[config.mk]
export PLATFORM = sky130hd
export DESIGN_NAME = lane_queue_top
export DESIGN_NICKNAME = d
export VERILOG_FILES = /design/src/lq_pkg.sv /design/src/lane_queue_top.sv /design/src/lq_apb_regs.sv /design/src/lane_arbiter.sv /design/src/lane_dispatch.sv /design/src/q_lane.sv /design/src/q_classic.sv
export VERILOG_INCLUDE_DIRS = /design/src
export SDC_FILE = /design/constraint.sdc
export NUM_CORES = 1
export LEC_CHECK = 0
export ABC_AREA = 1
export ABC_CLOCK_PERIOD_IN_PS = 4500
export BUFFER_PORTS_ARGS = -buffer_cell sky130_fd_sc_hd__buf_2
export CAP_MARGIN = 0
export CORE_MARGIN = 5
export CORE_UTILIZATION = 58
export CTS_CLUSTER_DIAMETER = 80
export DETAILED_ROUTE_END_ITERATION = 7
export HOLD_SLACK_MARGIN = 0.12
export MAX_ROUTING_LAYER = met4
export PLACE_DENSITY = 0.84
export SYNTH_ARGS = -nofsm -noshare
export SYNTH_HDL_FRONTEND = slang
export SYNTH_SLANG_ARGS = --single-unit
[constraint.sdc]
create_clock -name CLK -period 4.5 [get_ports CLK]
set_clock_uncertainty 0.05 [all_clocks]
set_input_delay 0.675 -clock CLK [delete_from_list [all_inputs] [get_ports CLK]]
set_output_delay 0.675 -clock CLK [all_outputs]
set_load 0.02 [all_outputs]
[src/lq_cfg.svh]
// build-time configuration for the lane queue subsystem
// included by the package and by every module that sizes loops or decodes APB addresses

`ifndef LQ_CFG_SVH
`define LQ_CFG_SVH

// lane count and per-lane queue depth
`define LQ_NUM_LANES        4
`define LQ_QUEUE_DEPTH      4

// payload and counter widths
`define LQ_DATA_WIDTH       32
`define LQ_CNT_WIDTH        16

// APB register offsets
`define LQ_ADDR_LANE_EN       8'h00
`define LQ_ADDR_LANE_BUSY     8'h04
// counter for lane i at base + 4*i
`define LQ_ADDR_DEQ_CNT_BASE  8'h10

`endif
[src/lq_pkg.sv]
// shared types for the lane queue subsystem
// modules import this inside their body and use scoped names in port lists

`include "lq_cfg.svh"

`default_nettype none

package lq_pkg;

    // ------------------------------------------------------------------------
    // stream types

    // payload word carried by every queue
    typedef logic [`LQ_DATA_WIDTH-1:0] lane_data_t;

    // lane number tagged on input and output words
    typedef logic [$clog2(`LQ_NUM_LANES)-1:0] lane_id_t;

    // one bit per lane, enables / busy / grants
    typedef logic [`LQ_NUM_LANES-1:0] lane_mask_t;

    // ------------------------------------------------------------------------
    // register block types

    // per-lane dequeue counter, saturating
    typedef logic [`LQ_CNT_WIDTH-1:0] deq_cnt_t;

    // byte address on the APB port
    typedef logic [7:0] apb_addr_t;

endpackage

`default_nettype wire

[src/lane_queue_top.sv]
// top of the lane queue subsystem: dispatcher, lanes, round-robin arbiter, APB registers
// input words carry a lane number, output words come back tagged with theirs

`include "lq_cfg.svh"

`default_nettype none

module lane_queue_top (
    input  logic               CLK,
    input  logic               nRST,

    // input stream
    input  logic               in_valid,
    input  lq_pkg::lane_data_t in_data,
    input  lq_pkg::lane_id_t   in_lane,
    output logic               in_ready,

    // output stream
    output logic               out_valid,
    output lq_pkg::lane_data_t out_data,
    output lq_pkg::lane_id_t   out_lane,
    input  logic               out_ready,

    // APB slave
    input  logic               PSEL,
    input  logic               PENABLE,
    input  logic               PWRITE,
    input  lq_pkg::apb_addr_t  PADDR,
    input  logic [31:0]        PWDATA,
    output logic [31:0]        PRDATA,
    output logic               PREADY,
    output logic               PSLVERR
);

    import lq_pkg::*;

    // dispatcher <-> lanes
    lane_mask_t enq_valid;
    lane_data_t enq_data;
    lane_mask_t enq_ready;

    // lanes <-> arbiter
    lane_mask_t deq_valid;
    lane_data_t deq_data [`LQ_NUM_LANES];
    lane_mask_t deq_ready;

    // status and control
    lane_mask_t lane_en;
    lane_mask_t lane_busy;
    lane_mask_t grant_pulse;

    // ------------------------------------------------------------------------
    // input side

    lane_dispatch u_dispatch (
        .in_valid  (in_valid),
        .in_data   (in_data),
        .in_lane   (in_lane),
        .in_ready  (in_ready),
        .lane_en   (lane_en),
        .enq_valid (enq_valid),
        .enq_data  (enq_data),
        .enq_ready (enq_ready)
    );

    // ------------------------------------------------------------------------
    // lanes

    for (genvar i = 0; i < `LQ_NUM_LANES; i++) begin : g_lane
        q_lane u_lane (
            .CLK       (CLK),
            .nRST      (nRST),
            .enq_valid (enq_valid[i]),
            .enq_data  (enq_data),
            .enq_ready (enq_ready[i]),
            .deq_valid (deq_valid[i]),
            .deq_data  (deq_data[i]),
            .deq_ready (deq_ready[i]),
            .busy      (lane_busy[i])
        );
    end

    // ------------------------------------------------------------------------
    // output side and registers

    lane_arbiter u_arbiter (
        .CLK         (CLK),
        .nRST        (nRST),
        .deq_valid   (deq_valid),
        .deq_data    (deq_data),
        .deq_ready   (deq_ready),
        .out_valid   (out_valid),
        .out_data    (out_data),
        .out_lane    (out_lane),
        .out_ready   (out_ready),
        .grant_pulse (grant_pulse)
    );

    lq_apb_regs u_regs (
        .CLK         (CLK),
        .nRST        (nRST),
        .PSEL        (PSEL),
        .PENABLE     (PENABLE),
        .PWRITE      (PWRITE),
        .PADDR       (PADDR),
        .PWDATA      (PWDATA),
        .PRDATA      (PRDATA),
        .PREADY      (PREADY),
        .PSLVERR     (PSLVERR),
        .lane_en     (lane_en),
        .lane_busy   (lane_busy),
        .grant_pulse (grant_pulse)
    );

endmodule

`default_nettype wire

[src/lq_apb_regs.sv]
// APB slave: lane enables, lane busy status and per-lane dequeue counters
// zero wait states, reads have no side effects, counter writes clear

`include "lq_cfg.svh"

`default_nettype none

module lq_apb_regs (
    input  logic               CLK,
    input  logic               nRST,

    // APB slave
    input  logic               PSEL,
    input  logic               PENABLE,
    input  logic               PWRITE,
    input  lq_pkg::apb_addr_t  PADDR,
    input  logic [31:0]        PWDATA,
    output logic [31:0]        PRDATA,
    output logic               PREADY,
    output logic               PSLVERR,

    // to / from the datapath
    output lq_pkg::lane_mask_t lane_en,
    input  lq_pkg::lane_mask_t lane_busy,
    input  lq_pkg::lane_mask_t grant_pulse
);

    import lq_pkg::*;

    localparam int NUM_LANES = `LQ_NUM_LANES;

    deq_cnt_t    deq_cnt [NUM_LANES];

    logic        access;
    logic        wr_en;
    logic        hit_en;
    logic        hit_busy;
    lane_mask_t  hit_cnt;
    logic        mapped;
    logic [31:0] rd_mux;

    // ------------------------------------------------------------------------
    // address decode

    assign access = PSEL & PENABLE;
    assign wr_en  = access & PWRITE;

    assign hit_en   = (PADDR == `LQ_ADDR_LANE_EN);
    assign hit_busy = (PADDR == `LQ_ADDR_LANE_BUSY);

    // counters at base + 4*i
    always_comb begin
        for (int i = 0; i < NUM_LANES; i++) begin
            hit_cnt[i] = (PADDR == apb_addr_t'(`LQ_ADDR_DEQ_CNT_BASE + 4 * i));
        end
    end

    assign mapped = hit_en | hit_busy | (|hit_cnt);

    // ------------------------------------------------------------------------
    // read path, valid in the access phase

    always_comb begin
        rd_mux = '0;
        if (hit_en) begin
            rd_mux = 32'(lane_en);
        end
        if (hit_busy) begin
            rd_mux = 32'(lane_busy);
        end
        for (int i = 0; i < NUM_LANES; i++) begin
            if (hit_cnt[i]) begin
                rd_mux = 32'(deq_cnt[i]);
            end
        end
    end

    assign PRDATA  = (access && !PWRITE) ? rd_mux : '0;
    assign PREADY  = 1'b1;
    assign PSLVERR = access & ~mapped;

    // ------------------------------------------------------------------------
    // registers, write lands at the end of the access phase

    always_ff @(posedge CLK, negedge nRST) begin
        if (~nRST) begin
            // all lanes on out of reset
            lane_en <= '1;
            for (int i = 0; i < NUM_LANES; i++) begin
                deq_cnt[i] <= '0;
            end
        end else begin
            if (wr_en && hit_en) begin
                lane_en <= PWDATA[NUM_LANES-1:0];
            end
            for (int i = 0; i < NUM_LANES; i++) begin
                // clear wins over a same-cycle count
                if (wr_en && hit_cnt[i]) begin
                    deq_cnt[i] <= '0;
                end else if (grant_pulse[i] && (deq_cnt[i] != '1)) begin
                    deq_cnt[i] <= deq_cnt[i] + 1'b1;
                end
            end
        end
    end

endmodule

`default_nettype wire

[src/lane_arbiter.sv]
// round-robin merge of the lane outputs into one tagged stream
// selection is combinational from registered state, so no cycle is added

`include "lq_cfg.svh"

`default_nettype none

module lane_arbiter (
    input  logic               CLK,
    input  logic               nRST,

    // from the lanes
    input  lq_pkg::lane_mask_t deq_valid,
    input  lq_pkg::lane_data_t deq_data [`LQ_NUM_LANES],
    output lq_pkg::lane_mask_t deq_ready,

    // merged output stream
    output logic               out_valid,
    output lq_pkg::lane_data_t out_data,
    output lq_pkg::lane_id_t   out_lane,
    input  logic               out_ready,

    // lane transferred this cycle
    output lq_pkg::lane_mask_t grant_pulse
);

    import lq_pkg::*;

    localparam int NUM_LANES = `LQ_NUM_LANES;

    // last lane granted, search starts after it
    lane_id_t last_q;
    // offer pending but not taken, keep the same lane
    logic     hold_q;
    lane_id_t hold_lane_q;

    lane_id_t sel;
    lane_id_t cand;
    logic     found;

    // ------------------------------------------------------------------------
    // selection

    always_comb begin
        sel   = last_q;
        cand  = last_q;
        found = 1'b0;
        if (hold_q) begin
            // output must stay stable until taken
            sel   = hold_lane_q;
            found = deq_valid[hold_lane_q];
        end else begin
            for (int i = 1; i <= NUM_LANES; i++) begin
                cand = lane_id_t'((int'(last_q) + i) % NUM_LANES);
                if (!found && deq_valid[cand]) begin
                    sel   = cand;
                    found = 1'b1;
                end
            end
        end
    end

    assign out_valid = found;
    assign out_lane  = sel;
    assign out_data  = deq_data[sel];

    // only the selected lane sees ready
    always_comb begin
        deq_ready = '0;
        if (found && out_ready) begin
            deq_ready[sel] = 1'b1;
        end
    end

    assign grant_pulse = deq_ready & deq_valid;

    // ------------------------------------------------------------------------
    // pointer and hold state

    always_ff @(posedge CLK, negedge nRST) begin
        if (~nRST) begin
            // lane 0 first after reset
            last_q      <= lane_id_t'(NUM_LANES - 1);
            hold_q      <= 1'b0;
            hold_lane_q <= '0;
        end else begin
            // advance only on a transfer
            if (found && out_ready) begin
                last_q <= sel;
            end
            hold_q      <= found & ~out_ready;
            hold_lane_q <= sel;
        end
    end

endmodule

`default_nettype wire

[src/lane_dispatch.sv]
// steers the input stream to the lane given by in_lane
// a disabled lane holds off the input instead of dropping the word

`default_nettype none

module lane_dispatch (
    // input stream
    input  logic               in_valid,
    input  lq_pkg::lane_data_t in_data,
    input  lq_pkg::lane_id_t   in_lane,
    output logic               in_ready,

    // per-lane enable from the register block
    input  lq_pkg::lane_mask_t lane_en,

    // to the lanes
    output lq_pkg::lane_mask_t enq_valid,
    output lq_pkg::lane_data_t enq_data,
    input  lq_pkg::lane_mask_t enq_ready
);

    import lq_pkg::*;

    // one-hot decode of the target lane
    lane_mask_t lane_hit;
    // target lane and enabled
    lane_mask_t lane_sel;

    // ------------------------------------------------------------------------
    // decode

    always_comb begin
        lane_hit = '0;
        lane_hit[in_lane] = 1'b1;
    end

    assign lane_sel = lane_hit & lane_en;

    // valid only reaches an enabled lane, so a lane never
    // captures a word the input side thinks is still pending
    assign enq_valid = in_valid ? lane_sel : '0;

    // data is shared, the valid picks the lane
    assign enq_data = in_data;

    // ready from state only, not from in_valid
    assign in_ready = |(lane_sel & enq_ready);

endmodule

`default_nettype wire

[src/q_lane.sv]
// one lane: q_classic between an input register and a one-entry output register
// enq_ready is registered and already accounts for the word held at the input

`include "lq_cfg.svh"

`default_nettype none

module q_lane (
    input  logic               CLK,
    input  logic               nRST,

    // enqueue from the dispatcher
    input  logic               enq_valid,
    input  lq_pkg::lane_data_t enq_data,
    output logic               enq_ready,

    // dequeue to the arbiter
    output logic               deq_valid,
    output lq_pkg::lane_data_t deq_data,
    input  logic               deq_ready,

    // any word held anywhere in the lane
    output logic               busy
);

    import lq_pkg::*;

    // input register
    logic       in_valid_q;
    lane_data_t in_data_q;
    // low for the first cycle after reset release
    logic       arm_q;

    // queue side
    logic       q_enq_ready;
    logic       q_almost_full;
    logic       q_deq_valid;
    lane_data_t q_deq_data;
    logic       q_deq_ready;

    logic       accept;
    logic       q_write;
    logic       q_read;
    logic       ready_d;

    q_classic #(
        .NUM_ENTRIES (`LQ_QUEUE_DEPTH)
    ) u_queue (
        .CLK         (CLK),
        .nRST        (nRST),
        .enq_valid   (in_valid_q),
        .enq_data    (in_data_q),
        .enq_ready   (q_enq_ready),
        .almost_full (q_almost_full),
        .deq_valid   (q_deq_valid),
        .deq_data    (q_deq_data),
        .deq_ready   (q_deq_ready)
    );

    assign accept  = enq_valid & enq_ready;
    assign q_write = in_valid_q & q_enq_ready;
    assign q_read  = q_deq_valid & q_deq_ready;

    // output register takes a word when empty or being drained
    assign q_deq_ready = ~deq_valid | deq_ready;

    // next ready: not almost full, and no overfill when the held word,
    // a new accept and a stalled queue all line up
    assign ready_d = arm_q & ~q_almost_full & ~(q_write & ~q_read & accept);

    assign busy = in_valid_q | q_deq_valid | deq_valid;

    // ------------------------------------------------------------------------
    // boundary registers, control

    always_ff @(posedge CLK, negedge nRST) begin
        if (~nRST) begin
            in_valid_q <= 1'b0;
            arm_q      <= 1'b0;
            enq_ready  <= 1'b0;
            deq_valid  <= 1'b0;
        end else begin
            in_valid_q <= accept;
            arm_q      <= 1'b1;
            enq_ready  <= ready_d;
            if (q_deq_ready) begin
                deq_valid <= q_deq_valid;
            end
        end
    end

    // payload registers
    always_ff @(posedge CLK) begin
        if (accept) begin
            in_data_q <= enq_data;
        end
        if (q_read) begin
            deq_data <= q_deq_data;
        end
    end

endmodule

`default_nettype wire

[src/q_classic.sv]
// circular-buffer queue with valid/ready on both sides
// also reports almost-full so a wrapper can register its ready one cycle early

`default_nettype none

module q_classic #(
    parameter int NUM_ENTRIES = 4
) (
    input  logic               CLK,
    input  logic               nRST,

    // enqueue side
    input  logic               enq_valid,
    input  lq_pkg::lane_data_t enq_data,
    output logic               enq_ready,
    output logic               almost_full,

    // dequeue side
    output logic               deq_valid,
    output lq_pkg::lane_data_t deq_data,
    input  logic               deq_ready
);

    import lq_pkg::*;

    localparam int LOG_NUM_ENTRIES = $clog2(NUM_ENTRIES);

    // extra msb is the wrap bit
    typedef logic [LOG_NUM_ENTRIES:0] ptr_t;

    // storage, no reset needed on payload
    lane_data_t mem [NUM_ENTRIES];

    ptr_t wr_ptr;
    ptr_t rd_ptr;
    ptr_t count;
    logic full;
    logic empty;
    logic enq_fire;
    logic deq_fire;

    // ------------------------------------------------------------------------
    // status

    // same index, different wrap bit -> full
    assign full  = (wr_ptr[LOG_NUM_ENTRIES] != rd_ptr[LOG_NUM_ENTRIES]) &&
                   (wr_ptr[LOG_NUM_ENTRIES-1:0] == rd_ptr[LOG_NUM_ENTRIES-1:0]);
    assign empty = (wr_ptr == rd_ptr);

    // occupancy, wraps correctly thanks to the extra bit
    assign count = wr_ptr - rd_ptr;

    assign enq_ready   = ~full;
    assign deq_valid   = ~empty;
    // at most one free place left
    assign almost_full = (count >= ptr_t'(NUM_ENTRIES - 1));

    assign enq_fire = enq_valid & enq_ready;
    assign deq_fire = deq_valid & deq_ready;

    // head of queue straight from the array
    assign deq_data = mem[rd_ptr[LOG_NUM_ENTRIES-1:0]];

    // ------------------------------------------------------------------------
    // pointers

    always_ff @(posedge CLK, negedge nRST) begin
        if (~nRST) begin
            wr_ptr <= '0;
            rd_ptr <= '0;
        end else begin
            if (enq_fire) begin
                wr_ptr <= wr_ptr + 1'b1;
            end
            if (deq_fire) begin
                rd_ptr <= rd_ptr + 1'b1;
            end
        end
    end

    // array write
    always_ff @(posedge CLK) begin
        if (enq_fire) begin
            mem[wr_ptr[LOG_NUM_ENTRIES-1:0]] <= enq_data;
        end
    end

endmodule

`default_nettype wire

; Word-level counts from Yosys, hierarchy flattened
; Memory sizes are Yosys's and may differ from the RTL's. A register that Yosys moved wholly into a read port is not among the register bits.
; Index checks and enable logic that the tools add are counted.
[classes]
n_addsub = 20
n_lt_le_gt_ge = 14
n_eq_ne = 21
muxes = 55
bitwise_logic = 76
reduce_logical = 31
[ops]
columns = cell, count
row1 = $mux W16, 13
row2 = $add A16 B1 Y16 const B, 4
row3 = $bmux W32 S2, 1
row4 = $mux W32, 2
row5 = $ne A16 B16 Y1 const B, 4
row6 = $and A1 B1 Y1, 32
row7 = $eq A8 B5 Y1 const B, 4
row8 = $not A1 Y1, 26
row9 = $add A3 B1 Y3 const B, 8
row10 = $mux W1, 23
row11 = $lt A2 B3 Y1 const B, 7
row12 = $logic_and A1 B1 Y1, 20
row13 = $mux W4, 4
row14 = $or A1 B1 Y1, 14
row15 = $and A4 B4 Y4, 3
row16 = $eq A3 B3 Y1, 4
row17 = $ge A3 B2 Y1 const B, 4
row18 = $sub A3 B3 Y3, 4
row19 = $bmux W1 S2, 5
row20 = $mux W2, 5
row21 = $eq A2 B2 Y1, 4
row22 = $eq A8 B3 Y1 const B, 1
row23 = $logic_not A8 Y1, 1
row24 = $reduce_bool A2 Y1, 4
row25 = 9 further kinds, 20
[totals]
register_bits = 238
ram_bits = 512
in_bits = 81
output_inout_bits = 70
memories = 4
[mem_list]
columns = name, words, word_bits, read_ports, rd_ports_with_merged_regs, write_ports, line_no
row1 = g_lane[0].u_lane.u_queue.mem, 4, 32, 1, 1, 1, q_classic.sv:32  ; lane_data_t mem [NUM_ENTRIES];
row2 = g_lane[1].u_lane.u_queue.mem, 4, 32, 1, 1, 1, q_classic.sv:32
row3 = g_lane[2].u_lane.u_queue.mem, 4, 32, 1, 1, 1, q_classic.sv:32
row4 = g_lane[3].u_lane.u_queue.mem, 4, 32, 1, 1, 1, q_classic.sv:32

; Logic depth before layout (Yosys ltp)
[depth]
ltp_word = 29
ltp_mapped = 18

; By module
; Synthesis repeated with hierarchy kept, for this count alone.
[unflattened]
cells_unflattened = 3168
area_unflattened_um2 = 37310.8
[modules_own_cells]
columns = mod, instances, cells_per_inst, area_each_um2, seq_area_each_um2
row1 = q_classic, 4, 371, 5222.5, 3993.8
row2 = q_lane, 4, 84, 2092.0, 2021.9
row3 = lq_apb_regs, 1, 799, 5210.0, 1706.6
row4 = lane_arbiter, 1, 495, 2512.4, 127.6
row5 = lane_dispatch, 1, 54, 330.3, 0.0

; Worst setup path before layout
; OpenSTA, ideal clock, no wires.
[synth_timing]
path_type = reg-to-reg
startpoint = reg g_lane[0].u_lane.u_queue.rd_ptr[1]
endpoint = mem g_lane[0].u_lane.u_queue.mem[3][0] in the netlist's numbering (enable)
t_arrival_ns = 2.781
required_time_ns = 4.026
setup_slack_ns = 1.245
path_stages_with_launch = 7
path_buffers = 1
cell_sequence = dfrtp_1 inv_1 clkbuf_1 ha_1 nand2_1 o21ai_1 nor2_1
[synth_via]
elab_chain_cells = 6
[synth_lines]
columns = item, line_no
row1 = "start, declared", q_classic.sv:35  ; ptr_t rd_ptr;
row2 = "start signal, assigned", q_classic.sv:76  ; rd_ptr <= rd_ptr + 1'b1;
row3 = $eq A2 B2 Y1, q_classic.sv:47  ; (wr_ptr[LOG_NUM_ENTRIES-1:0] == rd_ptr[LOG_NUM_ENTRIES-1:0]);
row4 = $logic_and A1 B1 Y1, q_classic.sv:46  ; assign full = (wr_ptr[LOG_NUM_ENTRIES] != rd_ptr[LOG_NUM_ENTRIES]) &&
row5 = $not A1 Y1, q_classic.sv:53  ; assign enq_ready = ~full;
row6 = $and A1 B1 Y1, q_classic.sv:58  ; assign enq_fire = enq_valid & enq_ready;
row7 = $mux W1, q_classic.sv:83  ; if (enq_fire) begin
row8 = $mux W1 (not written as such), q_classic.sv:84  ; mem[wr_ptr[LOG_NUM_ENTRIES-1:0]] <= enq_data;
row9 = "end, declared", q_classic.sv:32
; Every way passes these cells.

; Worst setup path in the final report
[layout_timing]
startpoint = reg u_arbiter.last_q[0]
endpoint = out out_data[10]
[layout_via]
elab_chain_cells = 21
word_cells_on_any_way = 33
[layout_lines]
columns = item, line_no
row1 = "start, declared", lane_arbiter.sv:32  ; lane_id_t last_q;
row2 = "start signal, assigned", lane_arbiter.sv:83  ; last_q <= lane_id_t'(NUM_LANES - 1);
row3 = "start signal, assigned", lane_arbiter.sv:89  ; last_q <= sel;
row4 = $add A2 B1 Y2, lane_arbiter.sv:54  ; cand = lane_id_t'((int'(last_q) + i) % NUM_LANES);
row5 = $bmux W1 S2, lane_arbiter.sv:55  ; if (!found && deq_valid[cand]) begin
row6 = $mux W1 (not written as such), lane_arbiter.sv:55
row7 = $mux W1, lane_arbiter.sv:55
row8 = $mux W1, lane_arbiter.sv:48  ; if (hold_q) begin
row9 = $logic_not A1 Y1, lane_arbiter.sv:55
row10 = $logic_and A1 B1 Y1, lane_arbiter.sv:55
row11 = $mux W1, lane_arbiter.sv:55
row12 = [4 not listed], n/a
row13 = $mux W1, lane_arbiter.sv:48
row14 = $logic_not A1 Y1, lane_arbiter.sv:55
row15 = $logic_and A1 B1 Y1, lane_arbiter.sv:55
row16 = $mux W2 *, lane_arbiter.sv:55
row17 = $mux W2 *, lane_arbiter.sv:48
row18 = $not A2 Y3 (not written as such) *, lane_arbiter.sv:65  ; assign out_data = deq_data[sel];
row19 = $bmux W32 S2 *, lane_arbiter.sv:65
row20 = $mux W32 (not written as such) * (2 in a row), lane_arbiter.sv:65
row21 = "end, declared", lane_queue_top.sv:20  ; output lq_pkg::lane_data_t out_data,
; Mark *: on every way between the ends. The rest lies on a longest branch, timed or not. The select of a mux whose other input is x is not followed.

==> summary.md <==
| Metric | Value |
|---|---|
| Status | `completed` |
| Number of clock sinks | `878` |
| DR iter-0 viols | `3537` |
| Post-DRT Antenna Nets | `0` |
| RSZ-0062 raised after global routing | `yes` |
| RePlAce Congestion | `0.911` |
| Via count | `23.4k` |
| Post-Syn Area | `34900 sq um` |
| Leakage | `14.2 nW` |
| Fin crit share | `0.978` |
| Max-Cap Viols | `0` |
| Buffers on Ports | `105` |
| Wire length of the first global-routing pass | `141 mm` |
| Util after Layout | `0.657` |
| Vias in the first global route | `23.7k` |
| VDD IR-drop max | `0.00108 V` |
| Worst rel slew slack | `0.106` |
| CP Buf/Inv Count | `4` |
| Total GRT Usage | `0.293` |
| Post-synthesis sequential area ratio | `0.740` |
| Std-Cell Rows | `90` |
| DR pass1 iterations | `8` |
| Final Hold Viols | `0` |
| Congestion Overflow GR | `0` |
| # setup viols final | `0` |
| CP peak stage delay | `640 ps` |
| Area contributors post-synth | `edfxtp_1 (66%), dfrtp_1 (7.5%), o21ai_0 (4.4%), nor2_1 (3.8%), nand2_1 (2.8%)` |
| Critical path peak fanout | `45` |
| Initial core utilization | `0.582` |
| CP cell instances | `inv_4 > nand2_2 > nand2_1 > nand2_1 > nand2_1 > nor2_4 > nand3_1 > nand3_2 > nand2_8 > inv_1 > buf_6 > nor2_1 > o211ai_1 > buf_2` |
| CP required | `3770 ps` |
| CTS H-tree depth | `3` |
| Fill count | `3872` |
| Register bit total from synthesis | `878` |
| Largest net degree at the start of global routing | `69` |
| Cell mode on critical path | `nand2_1` |
| Layout cells sized above 1 | `0.129` |
| Power Total | `0.0280 W` |
| Setup Crit Path Kind | `flip-flop to output pin` |
| Synth cell types | `53` |
| Mean Syn Cell Area | `13.1 sq um` |
| Average routed wire per standard cell | `26.0 microns` |
| Worst skew pair latency | `650 ps` |
| Die H | `255 microns` |
| Residual DRC | `0` |
| Nets | `2906` |
| Synth warnings | `0` |
| Main synth FF type | `edfxtp_1` |
| Crit-path leading delay family | `simple AND/OR/NAND/NOR gates` |
| Post-DP HPWL | `55.6 mm` |
| Placed cell areas | `36400 sq um` |
| Worst-path clk slew | `60 ps` |
| Worst Path Arrival | `3680 ps` |
| Most instantiated cells after synthesis | `edfxtp_1 (768), nor2_1 (358), o21ai_0 (308)` |
| Initial antenna violation count | `4` |
| Fmax | `227 MHz` |
| Post-Route WL | `94.7 mm` |
| Die area | `65200 sq um` |
| Final Cell Area | `39400 sq um` |
| CTS buffer count | `86` |
| # IOs | `151` |
| PwrDens | `711 nW/um^2` |
| Max Root-Sink Buffers | `3` |
| CP Launch Type | `flip-flop` |
| Vias per cell | `6.42` |
| Crit-path slowest cell | `dfstp_2` |
| Core area | `60000 sq um` |
| Fraction of registers with async set/reset | `0.125` |
| Worst min-delay path class | `input port to async pin` |
| Cell count after synthesis | `2665` |
| Clock tree from TritonCTS | `built` |
| Measured slew at the worst slew-check pin | `1340 ps` |
| Root Buffer | `clkbuf_16` |
| Number of buffers added for setup after CTS | `0` |
| CP Capture Type | `output pin` |
| Number of synthesized flops with an enable pin | `768` |
| Most common cell in the netlist | `edfxtp_1` |
| Area Overhead vs Synth | `12.9%` |
| Final Max Tran Viols | `0` |
| Area leader, netlist | `edfxtp_1` |
| Share of the synthesized area in the top cell type | `0.661` |
| Die Wd | `255 microns` |
| Minimum clock period | `4400 ps` |
==> metrics by stage <==
stage          worst slack, ps  setup TNS, ps  hold WS [ps]  cells
2_1_floorplan             1240              0           329   2681
3_3_place_gp               737              0           410   3483
3_5_place_dp               716              0           427   3483
4_1_cts                   9.35              0           137   3640
5_1_grt                  -30.6          -58.0           173   3643
6_report                  98.0              0           109   3643
==> flip-flops by register name (all words and copies together), names as in the netlist <==
register                      cells
g_lane.u_lane.arm_q               1
g_lane.u_lane.deq_data          128
g_lane.u_lane.deq_valid           4
g_lane.u_lane.enq_ready           4
g_lane.u_lane.in_data_q         128
g_lane.u_lane.in_valid_q          4
g_lane.u_lane.u_queue.mem       512
g_lane.u_lane.u_queue.rd_ptr     12
g_lane.u_lane.u_queue.wr_ptr     12
u_arbiter.hold_lane_q             2
u_arbiter.hold_q                  1
u_arbiter.last_q                  2
u_regs.deq_cnt                   64
u_regs.lane_en                    4
==> metal layers <==
layer  routed length, microns  global-route usage  up-vias
met5                        0                   -        -
met4                     5680               0.146        0
met3                    12000              0.0609      402
met2                    44700               0.459     1816
met1                    32400               0.369    11300
li1                         -                   -     9862
==> power breakdown <==
group	switching [W]	internal, W
registers	0.000583	0.0101
logic	0.00731	0.00243
clock network	0.00312	0.00446
total	0.0110	0.0170
==> path summary, 6_finish.rpt <==
kind	from	to	slack, ps	cells past startpoint
worst max-delay path	u_arbiter.last_q[0]	out_data[10]	100	14
worst min-delay path	nRST	u_arbiter.hold_lane_q[0]	110	1
worst max register to register	u_arbiter.last_q[0]	g_lane[1].u_lane.deq_data[27]	990	16
worst min register to register	g_lane[3].u_lane.in_data_q[18]	g_lane[3].u_lane.u_queue.mem[1][18]	440	0
max in group asynchronous	nRST	u_regs.deq_cnt[8]	3210	2
min in group CLK	out_ready	u_arbiter.hold_q	200	2
==> worst reg2reg max path, delay by kind of cell (launching register included) <==
kind	cells	cell delay (ps)
buffers and inverters	4	990
flip-flops	1	640
AND/OR/NAND/NOR	12	1400
==> logic make-up (layout without fill, tap and decap cells) <==
logic type | Yosys count | after routing | synth area share
xor gates and xnor gates | 63 | 63 | 0.0158
and+or+nand+nor | 878 | 878 | 0.110
muxes | 2 | 2 | 0.000645
AOI/OAI and AO/OA | 538 | 538 | 0.0867
buffers and inverters | 268 | 445 | 0.0331
other | 2 | 21 | 0.000215
DFF | 878 | 878 | 0.740
adders and majority gates | 36 | 36 | 0.0138
==> cells in the final DEF (no fill, tap or decap), types with 32 or more instances in the layout <==
| master | n |
|---|---|
| buf_4 | 54 |
| nand3_1 | 168 |
| nor2_1 | 337 |
| xor2_1 | 40 |
| edfxtp_1 | 768 |
| ha_1 | 32 |
| o22ai_1 | 133 |
| nand2_1 | 261 |
| o21ai_0 | 308 |
| o211ai_1 | 44 |
| clkbuf_16 | 88 |
| buf_2 | 103 |
| inv_1 | 117 |
| dfrtp_1 | 100 |
==> final cells by class <==
class	count	area [sq um]	area share
Antenna cell	3	7.51	0.000191
Multi-Input combinational cell	1535	8140	0.207
Timing Repair Buffer	161	975	0.0247
Clock inverter	50	707	0.0179
Inverter	127	479	0.0122
Clock buffer	107	2290	0.0582
Tap cell	782	978	0.0248
Sequential cell	878	25800	0.655
==> what timing repair did <==
| item | 4_1_cts | 5_1_grt |
|---|---|---|
| setup endpoints to repair | 0 | 19 |
| resized for setup | 0 | 6 |
| hold buffers | 0 | 0 |
No activity file was read; power rests on OpenSTA's default activity.
